<file path="src/cpuPkg.sv">
package cpuPkg;

  parameter int WordWidth    = 32;  // Data and address width
  parameter int RegAddrWidth = 8;   // One register field of the instruction word

  // Instruction set, low byte of the first word
  typedef enum logic [7:0] {
    Stall  = 8'h00,  // Hold ip, re-fetch forever
    MovRC  = 8'h01,  // rA = const
    MovRR  = 8'h02,  // rA = rB
    MovRdC = 8'h03,  // rA = [const]
    MovRdR = 8'h04,  // rA = [rB]
    MovdCR = 8'h05,  // [const] = rB
    MovdRR = 8'h06,  // [rA] = rB
    PushR  = 8'h07,  // [r0] = rA, r0 += 4
    PopR   = 8'h08,  // rA = [r0 - 4], r0 -= 4
    AddRRC = 8'h10,  // rA = rB + const
    AddRRR = 8'h11,  // rA = rB + rC
    SubRRC = 8'h12,  // rA = rB - const
    SubRRR = 8'h13,  // rA = rB - rC
    CmpRR  = 8'h18,  // flags = rA ? rB
    CmpRC  = 8'h19,  // flags = rA ? const
    JmpC   = 8'h20,  // ip = const
    JeC    = 8'h21,  // ip = const if equal
    JneC   = 8'h22,  // ip = const if not equal
    DoutR  = 8'h30   // Debug port = rA
  } opCodeE;

  // First instruction word, opcode in the low byte
  typedef struct packed {
    logic [RegAddrWidth-1:0] regC;  // High byte
    logic [RegAddrWidth-1:0] regB;
    logic [RegAddrWidth-1:0] regA;
    opCodeE                  opCode;
  } instrFieldsT;

  // Same 32 bits seen as a RAM word or as fields
  typedef union packed {
    logic [WordWidth-1:0] raw;
    instrFieldsT          fields;
  } instrWordU;

  // 8-byte forms, constant word at ip+4
  function automatic logic isTwoWord(opCodeE op);
    return op inside {MovRC, MovRdC, MovdCR, AddRRC, SubRRC, CmpRC, JmpC, JeC, JneC};
  endfunction

  // Loads, including the stack pop
  function automatic logic isMemRead(opCodeE op);
    return op inside {MovRdC, MovRdR, PopR};
  endfunction

  // Stores, including the stack push
  function automatic logic isMemWrite(opCodeE op);
    return op inside {MovdCR, MovdRR, PushR};
  endfunction

endpackage

</file>
<file path="src/regFile.sv">
`timescale 1ns/1ps

module regFile import cpuPkg::*; #(
  parameter int                   NumRegs    = 16,
  parameter logic [WordWidth-1:0] StackReset = 32'h0000_0400
) (
  input  logic                    clk,
  input  logic                    rstN,
  input  logic [RegAddrWidth-1:0] regAddrA,
  input  logic [RegAddrWidth-1:0] regAddrB,
  input  logic [RegAddrWidth-1:0] regAddrC,
  input  logic                    wrEn,
  input  logic [RegAddrWidth-1:0] wrAddr,
  input  logic [WordWidth-1:0]    wrData,
  input  logic                    spInc,     // r0 += 4
  input  logic                    spDec,     // r0 -= 4
  input  logic                    flagWrEn,
  input  logic [2:0]              flagData,  // gt, lt, eq
  output logic [WordWidth-1:0]    regValA,
  output logic [WordWidth-1:0]    regValB,
  output logic [WordWidth-1:0]    regValC,
  output logic [2:0]              flags
);

  localparam int IdxW = $clog2(NumRegs);

  logic [WordWidth-1:0] regs [NumRegs];
  logic [IdxW-1:0]      wrIdx;

  assign wrIdx = wrAddr[IdxW-1:0];

  // Combinational read ports
  assign regValA = regs[regAddrA[IdxW-1:0]];
  assign regValB = regs[regAddrB[IdxW-1:0]];
  assign regValC = regs[regAddrC[IdxW-1:0]];
  assign flags   = regs[1][2:0];  // Flags live in r1

  always_ff @(posedge clk or negedge rstN) begin
    if (!rstN) begin
      for (int i = 0; i < NumRegs; i++) begin
        regs[i] <= (i == 0) ? StackReset : '0;  // r0 is the stack pointer
      end
    end else begin
      for (int i = 0; i < NumRegs; i++) begin
        if (wrEn && wrIdx == IdxW'(i)) begin
          regs[i] <= wrData;                     // Wins over the SP adjust
        end else if (i == 0 && spInc) begin
          regs[i] <= regs[i] + 4;
        end else if (i == 0 && spDec) begin
          regs[i] <= regs[i] - 4;
        end else if (i == 1 && flagWrEn) begin
          regs[i][2:0] <= flagData;              // Upper bits kept
        end
      end
    end
  end

endmodule

</file>
<file path="src/execUnit.sv">
`timescale 1ns/1ps

module execUnit import cpuPkg::*; (
  input  logic                    clk,
  input  logic                    rstN,
  input  logic                    execute,     // One cycle per instruction
  input  opCodeE                  opCode,
  input  logic [WordWidth-1:0]    dataWord,
  input  logic [WordWidth-1:0]    memValue,
  input  logic [RegAddrWidth-1:0] regAddrA,    // Destination field
  input  logic [WordWidth-1:0]    regValA,
  input  logic [WordWidth-1:0]    regValB,
  input  logic [WordWidth-1:0]    regValC,
  input  logic [2:0]              flags,
  output logic                    wrEn,
  output logic [RegAddrWidth-1:0] wrAddr,
  output logic [WordWidth-1:0]    wrData,
  output logic                    spInc,
  output logic                    spDec,
  output logic                    flagWrEn,
  output logic [2:0]              flagData,
  output logic                    takeJump,
  output logic [WordWidth-1:0]    jumpTarget,
  output logic [WordWidth-1:0]    doutValue,
  output logic                    doutValid
);

  logic [WordWidth-1:0] cmpRhs;   // Right-hand compare operand
  logic                 doutHit;

  assign cmpRhs  = (opCode == CmpRC) ? dataWord : regValB;
  assign doutHit = execute && (opCode == DoutR);

  always_comb begin
    wrEn       = 1'b0;
    wrAddr     = '0;
    wrData     = '0;
    spInc      = 1'b0;
    spDec      = 1'b0;
    flagWrEn   = 1'b0;
    flagData   = '0;
    takeJump   = 1'b0;
    jumpTarget = '0;
    if (execute) begin
      unique case (opCode)
        MovRC: begin
          wrEn   = 1'b1;
          wrAddr = regAddrA;
          wrData = dataWord;
        end
        MovRR: begin
          wrEn   = 1'b1;
          wrAddr = regAddrA;
          wrData = regValB;
        end
        MovRdC, MovRdR: begin
          wrEn   = 1'b1;
          wrAddr = regAddrA;
          wrData = memValue;                // Loaded word
        end
        PushR:  spInc = 1'b1;               // Store already done
        PopR: begin
          wrEn   = 1'b1;
          wrAddr = regAddrA;
          wrData = memValue;                // Popped word
          spDec  = 1'b1;
        end
        AddRRC, AddRRR, SubRRC, SubRRR: begin
          wrEn   = 1'b1;
          wrAddr = regAddrA;
          unique case (opCode)
            AddRRC:  wrData = regValB + dataWord;
            AddRRR:  wrData = regValB + regValC;
            SubRRC:  wrData = regValB - dataWord;
            default: wrData = regValB - regValC;  // Wraps mod 2^32
          endcase
        end
        CmpRR, CmpRC: begin
          flagWrEn = 1'b1;
          flagData = {regValA > cmpRhs,     // gt
                      regValA < cmpRhs,     // lt
                      regValA == cmpRhs};   // eq, unsigned compare
        end
        JmpC: begin
          takeJump   = 1'b1;
          jumpTarget = dataWord;
        end
        JeC: begin
          takeJump   = flags[0];
          jumpTarget = dataWord;
        end
        JneC: begin
          takeJump   = !flags[0];
          jumpTarget = dataWord;
        end
        default: ;                          // Stall, stores, DoutR
      endcase
    end
  end

  // Debug port pulse
  always_ff @(posedge clk or negedge rstN) begin
    if (!rstN) begin
      doutValid <= 1'b0;
    end else begin
      doutValid <= doutHit;
    end
  end

  always_ff @(posedge clk) begin
    if (doutHit) begin
      doutValue <= regValA;   // Held until the next DoutR
    end
  end

endmodule

</file>
<file path="src/fetchSequencer.sv">
`timescale 1ns/1ps

module fetchSequencer import cpuPkg::*; #(
  parameter int NumRegs = 16  // Sets how many field bits are kept
) (
  input  logic                    clk,
  input  logic                    rstN,
  input  logic [WordWidth-1:0]    ramIn,
  input  logic [WordWidth-1:0]    regValA,
  input  logic [WordWidth-1:0]    regValB,
  input  logic [WordWidth-1:0]    regValC,     // r0 during PushR and PopR
  input  logic                    takeJump,
  input  logic [WordWidth-1:0]    jumpTarget,
  output logic [WordWidth-1:0]    ramAddress,
  output logic [WordWidth-1:0]    ramOut,
  output logic                    readReq,
  output logic                    writeReq,
  output logic [RegAddrWidth-1:0] regAddrA,
  output logic [RegAddrWidth-1:0] regAddrB,
  output logic [RegAddrWidth-1:0] regAddrC,
  output opCodeE                  opCode,
  output logic [WordWidth-1:0]    dataWord,    // Constant from the 8-byte form
  output logic [WordWidth-1:0]    memValue,    // Loaded word
  output logic                    execute
);

  localparam int IdxW = $clog2(NumRegs);

  // Phase encoding
  localparam logic [3:0] SIdle      = 4'd0;  // Only after reset
  localparam logic [3:0] SFetch     = 4'd1;  // Instruction request at ip
  localparam logic [3:0] SFetchWait = 4'd2;  // Word on ramIn, fields captured
  localparam logic [3:0] SDecode    = 4'd3;  // Register read, pick next phase
  localparam logic [3:0] SDataReq   = 4'd4;  // Request at ip+4
  localparam logic [3:0] SDataCap   = 4'd5;
  localparam logic [3:0] SMemReq    = 4'd6;  // Load or store pulse
  localparam logic [3:0] SMemWait   = 4'd7;
  localparam logic [3:0] SMemCap    = 4'd8;
  localparam logic [3:0] SExec      = 4'd9;

  logic [3:0]              state;
  logic [WordWidth-1:0]    ip;               // Instruction pointer
  logic [RegAddrWidth-1:0] fldA, fldB, fldC; // Raw register fields
  instrWordU               instrWord;
  logic                    stackOp;
  logic                    memOp;
  logic [WordWidth-1:0]    memAddr;
  logic [WordWidth-1:0]    memData;

  assign instrWord.raw = ramIn;  // Decode view of the fetched word

  assign stackOp = (opCode == PushR) || (opCode == PopR);
  assign memOp   = isMemRead(opCode) || isMemWrite(opCode);

  // Low field bits address the file directly
  assign regAddrA = {{(RegAddrWidth - IdxW){1'b0}}, fldA[IdxW-1:0]};
  assign regAddrB = {{(RegAddrWidth - IdxW){1'b0}}, fldB[IdxW-1:0]};
  assign regAddrC = stackOp ? '0                                          // Stack pointer
                            : {{(RegAddrWidth - IdxW){1'b0}}, fldC[IdxW-1:0]};

  // Data-side address
  always_comb begin
    unique case (opCode)
      MovRdC, MovdCR: memAddr = dataWord;
      MovRdR:         memAddr = regValB;
      MovdRR:         memAddr = regValA;
      PushR:          memAddr = regValC;        // Current top of stack
      PopR:           memAddr = regValC - 4;    // Last pushed word
      default:        memAddr = '0;
    endcase
  end

  // Store data
  always_comb begin
    unique case (opCode)
      MovdCR, MovdRR: memData = regValB;
      PushR:          memData = regValA;
      default:        memData = '0;
    endcase
  end

  // One-cycle RAM request levels
  assign readReq  = (state == SFetch) || (state == SDataReq)
                  || (state == SMemReq && isMemRead(opCode));
  assign writeReq = (state == SMemReq) && isMemWrite(opCode);
  assign ramOut   = memData;
  assign execute  = (state == SExec);

  always_comb begin
    unique case (state)
      SDataReq: ramAddress = ip + 4;   // Constant word
      SMemReq:  ramAddress = memAddr;
      default:  ramAddress = ip;       // Instruction fetch
    endcase
  end

  // Phase FSM and ip
  always_ff @(posedge clk or negedge rstN) begin
    if (!rstN) begin
      state  <= SIdle;
      ip     <= '0;
      opCode <= Stall;
    end else begin
      unique case (state)
        SIdle:      state <= SFetch;
        SFetch:     state <= SFetchWait;
        SFetchWait: begin
          opCode <= instrWord.fields.opCode;
          state  <= SDecode;
        end
        SDecode: begin
          if (isTwoWord(opCode)) begin
            state <= SDataReq;
          end else if (memOp) begin
            state <= SMemReq;
          end else begin
            state <= SExec;
          end
        end
        SDataReq:   state <= SDataCap;
        SDataCap:   state <= memOp ? SMemReq : SExec;
        SMemReq:    state <= SMemWait;
        SMemWait:   state <= SMemCap;
        SMemCap:    state <= SExec;
        SExec: begin
          if (takeJump) begin
            ip <= jumpTarget;
          end else if (opCode != Stall) begin
            ip <= ip + (isTwoWord(opCode) ? 32'd8 : 32'd4);
          end
          state <= SFetch;  // Next fetch right after execute
        end
        default:    state <= SIdle;
      endcase
    end
  end

  // Instruction payload captures
  always_ff @(posedge clk) begin
    if (state == SFetchWait) begin
      fldA <= instrWord.fields.regA;
      fldB <= instrWord.fields.regB;
      fldC <= instrWord.fields.regC;
    end
    if (state == SDataCap) begin
      dataWord <= ramIn;
    end
    if (state == SMemCap) begin
      memValue <= ramIn;  // Held since the registered read
    end
  end

endmodule

</file>
<file path="src/cpuTop.sv">
`timescale 1ns/1ps

module cpuTop import cpuPkg::*; #(
  parameter int                   NumRegs    = 16,            // Power of two, 4 to 64
  parameter logic [WordWidth-1:0] StackReset = 32'h0000_0400  // Initial r0
) (
  input  logic                 clk,
  input  logic                 rstN,
  input  logic [WordWidth-1:0] ramIn,       // Registered RAM read data
  output logic [WordWidth-1:0] ramAddress,
  output logic [WordWidth-1:0] ramOut,
  output logic                 readReq,
  output logic                 writeReq,
  output logic [WordWidth-1:0] doutValue,   // Last DoutR value
  output logic                 doutValid    // One pulse per DoutR
);

  // Register file read side
  logic [RegAddrWidth-1:0] regAddrA, regAddrB, regAddrC;
  logic [WordWidth-1:0]    regValA, regValB, regValC;
  logic [2:0]              flags;

  // Held instruction state
  opCodeE                  opCode;
  logic [WordWidth-1:0]    dataWord, memValue;
  logic                    execute;

  // Write-back
  logic                    wrEn;
  logic [RegAddrWidth-1:0] wrAddr;
  logic [WordWidth-1:0]    wrData;
  logic                    spInc, spDec;
  logic                    flagWrEn;
  logic [2:0]              flagData;

  // Branch back to the sequencer
  logic                    takeJump;
  logic [WordWidth-1:0]    jumpTarget;

  fetchSequencer #(.NumRegs(NumRegs)) u_fetchSequencer (
    .clk, .rstN, .ramIn, .regValA, .regValB, .regValC, .takeJump, .jumpTarget,
    .ramAddress, .ramOut, .readReq, .writeReq, .regAddrA, .regAddrB, .regAddrC,
    .opCode, .dataWord, .memValue, .execute
  );

  regFile #(.NumRegs(NumRegs), .StackReset(StackReset)) u_regFile (
    .clk, .rstN, .regAddrA, .regAddrB, .regAddrC, .wrEn, .wrAddr, .wrData,
    .spInc, .spDec, .flagWrEn, .flagData, .regValA, .regValB, .regValC, .flags
  );

  execUnit u_execUnit (
    .clk, .rstN, .execute, .opCode, .dataWord, .memValue, .regAddrA,
    .regValA, .regValB, .regValC, .flags, .wrEn, .wrAddr, .wrData, .spInc, .spDec,
    .flagWrEn, .flagData, .takeJump, .jumpTarget, .doutValue, .doutValid
  );

endmodule

</file>
<file path="config.mk">
export PLATFORM = sky130hd
export DESIGN_NAME = cpuTop
export DESIGN_NICKNAME = d
export VERILOG_FILES = /design/src/cpuPkg.sv /design/src/regFile.sv /design/src/execUnit.sv /design/src/fetchSequencer.sv /design/src/cpuTop.sv
export SDC_FILE = /design/constraint.sdc
export NUM_CORES = 2
export LEC_CHECK = 0
export ABC_CLOCK_PERIOD_IN_PS = 9400
export BUFFER_PORTS_ARGS = -buffer_cell sky130_fd_sc_hd__buf_2
export CORE_MARGIN = 2
export CORE_UTILIZATION = 50
export CTS_CLUSTER_SIZE = 24
export DETAILED_ROUTE_END_ITERATION = 10
export PLACE_DENSITY = 0.7
export SYNTH_ARGS = -nofsm -noshare
export SYNTH_HDL_FRONTEND = slang
export SYNTH_HIERARCHICAL = 1
export SYNTH_SLANG_ARGS = --single-unit
</file>
<file path="constraint.sdc">
create_clock -name clk -period 9.4 [get_ports clk]
set_input_delay 1.88 -clock clk [delete_from_list [all_inputs] [get_ports clk]]
set_output_delay 1.88 -clock clk [all_outputs]
set_load 0.05 [all_outputs]
</file>
==> results.md <==
- Layout cell share with drive strength beyond 1: 36.21%
- Reg-to-reg startpoint: u_fetchSequencer/opCode[2]$_DFFE_PN0P_
- Clock Tree Root: clkbuf_16
- R2R cell count: 25
- Area taken by multi-input logic gates: 28430 um2
- Longest Clk Path Bufs: 3
- Fmax achieved: 112.7 MHz
- Area delta synth->final: 9.872%
- Leak Pwr: 21.98 nW
- Post-layout util: 55.36%
- Die W: 310.7 um
- WHS Path Cells: 1
- Slew headroom: 1.675%
- Hold EP: u_fetchSequencer/ip[1]$_DFFE_PN0P_
- First-pass GRT wire length: 237.8 mm
- Critical path fanouts, max: 26
- Io pins: 133
- CTS tree: done
- Min Clock Period, post-route: 8.874 ns
- Detailed Route WL: 159.3 mm
- Final Hold Fails: 0
- CTS Sinks: 665
- Hold WS: 0.5152 ns
- WL/cell: 30.92 um
- Setup bufs post-CTS: 0
- Status: finished with violations
- Worst EP arrival: 9.42 ns
- Core area: 93330 um2
- Hpwl dp: 108.0 mm
- Failing checks: max-capacitance violations
- CP endpoint kind: register
- Num rows: 112
- Cts bufs inserted: 75
- Max-cap viol count: 1
- Synthesized net count: 3994
- Fin nets: 3966
- Final Setup Violations: 0
- Syn Area/Cell: 12.18 um2
- Final Cycle Share: 94.41%
- Worst setup SP type: register
- Detailed-route DRC error count: 0
- Grt ovf: 0
- Largest net degree at the start of global routing: 170
- GR Util All Layers: 32.62%
- Worst-Skew Late Latency: 0.67 ns
- Worst reg2reg path endpoint: u_regFile/regs[509]$_DFFE_PN0P_
- Initial DRC Count: 5129
- Final ANT Viol Nets: 0
- Worst min path class: register to register
- Required @ worst endpoint: 9.95 ns
- # fillers: 7587
- Initial Utilization: 50.38%
- Die area: 96510 um2
- Crit path kind: register to register
- Buffers on Ports: 132
- RSZ-0062 raised after global routing: false
- H-tree Lvls: 3
- First-pass DRT Iterations: 8
- Post-cts sizing count: 0
- Vias per cell: 7.235
- Max VDD drop: 0.1168 mV
- Sum of negative setup slack: 0 ns
- Setup Skew: 0.04487 ns
- Tot Pwr: 0.01015 W
- Netlist Area Pre-Place: 47020 um2
- Placed inst area: 49000 um2
- Min-delay src: u_fetchSequencer/ip[1]$_DFFE_PN0P_
- Worst Tran Pin Value: 1.438 ns
- Register area: 17190 um2
- Gate Count Post-Synth: 3860
- R2r setup slk: 0.53 ns
- Finished Cell Area: 51660 um2
- Initial antenna violation count: 2
- Vias: 37.26k
- Hold_buf cts: 0
- Power per cell area: 196.5 nW/um2
- Clock-pin slew on the worst setup and hold paths: 0.06 ns
- Max Slew Vio Count: 0
- Placer Congestion: 0.9784
- Vias in the first global route: 36.55k
- Die Height: 310.7 um
- Yosys warning count: 6
worst max path at each step:
| stage | start | end | cells past startpoint |
|---|---|---|---|
| global placement | u_fetchSequencer/opCode[2]$_DFFE_PN0P_ | u_regFile/regs[509]$_DFFE_PN0P_ | 25 |
| finish | u_fetchSequencer/opCode[2]$_DFFE_PN0P_ | u_regFile/regs[509]$_DFFE_PN0P_ | 25 |
| detailed placement | u_fetchSequencer/opCode[2]$_DFFE_PN0P_ | u_regFile/regs[509]$_DFFE_PN0P_ | 21 |
| global route | u_fetchSequencer/opCode[2]$_DFFE_PN0P_ | u_regFile/regs[509]$_DFFE_PN0P_ | 25 |
| floorplan | u_fetchSequencer/opCode[2]$_DFFE_PN0P_ | u_regFile/regs[220]$_DFFE_PN0P_ | 26 |
| CTS | u_fetchSequencer/opCode[2]$_DFFE_PN0P_ | ramAddress[24] | 13 |
worst max-delay path, stage by stage, from the launching register on:
cell and delay [ns]:
dfrtp_1 0.59, nor4b_1 0.65, nand2_1 0.21, and3_4 0.40
mux4_2 0.51, mux4_2 0.58, inv_1 0.10, ha_1 0.18
or4b_2 0.69, nor2_1 0.25, a21oi_1 0.10, a21oi_1 0.16
o32ai_1 0.10, a22oi_1 0.22, ha_1 0.33, nand2_1 0.09
nand2_1 0.09, a2111oi_0 1.21, a2111oi_0 0.41, buf_4 0.24
o21ai_0 0.34, a21o_1 0.19, a21o_1 0.12, a41o_1 0.52
o21ai_0 0.19, nor3_1 0.26
state kept, by name (all words and copies together), names as in the netlist:
signal	cells
u_fetchSequencer/dataWord	32
u_fetchSequencer/state	4
u_regFile/regs	509
u_execUnit/doutValue	32
u_fetchSequencer/opCode	8
u_fetchSequencer/fldA	4
u_fetchSequencer/fldB	4
u_fetchSequencer/fldC	4
u_execUnit/doutValid	1
u_fetchSequencer/memValue	32
u_regFile/flags	3
u_fetchSequencer/ip	32
cell type report:
class,count,share of cell area [%]
flip-flops and latches,665,33.27
inverters,61,0.4432
multi-input cells,2789,55.02
repair buffers,240,3.081
clock inverters,35,0.8743
diodes,2,0.009687
clock buffers,104,4.262
well taps,1254,3.037
layout by cell type, fill, tap and decap left out, drive strengths merged, types with 104 or more instances in the layout:
cell type / instances
nand2: 192
mux4: 480
edfxtp: 108
dfrtp: 556
a21oi: 202
mux2: 494
nor2: 206
clkbuf: 104
buf: 240
o21ai: 141
layer usage:
metal	track usage (%)	share of wire [%]	vias to the layer above
met1	41.67	37	18900
met3	8.924	11	552
met4	19.16	6.5	2
li1	-	-	15220
met5	0	0.0082	-
met2	50.03	45	2584
stage by stage:
stage / std cells / setup slack [ns]
after floorplan: 3860 / 1.829
after global placement: 5008 / 1.108
after detailed placement: 5008 / 0.8724
after CTS: 5147 / 0.7655
after global routing: 5148 / 0.3479
final: 5150 / 0.5256
power by group:
part           internal (W)  leakage (nW)  switching (W)
Sequential          0.00305          8.75       0.000188
Clock               0.00190          1.30        0.00129
Combinational       0.00144          11.9        0.00229
Total               0.00639          22.0        0.00377
No activity file was read; power rests on OpenSTA's default activity.
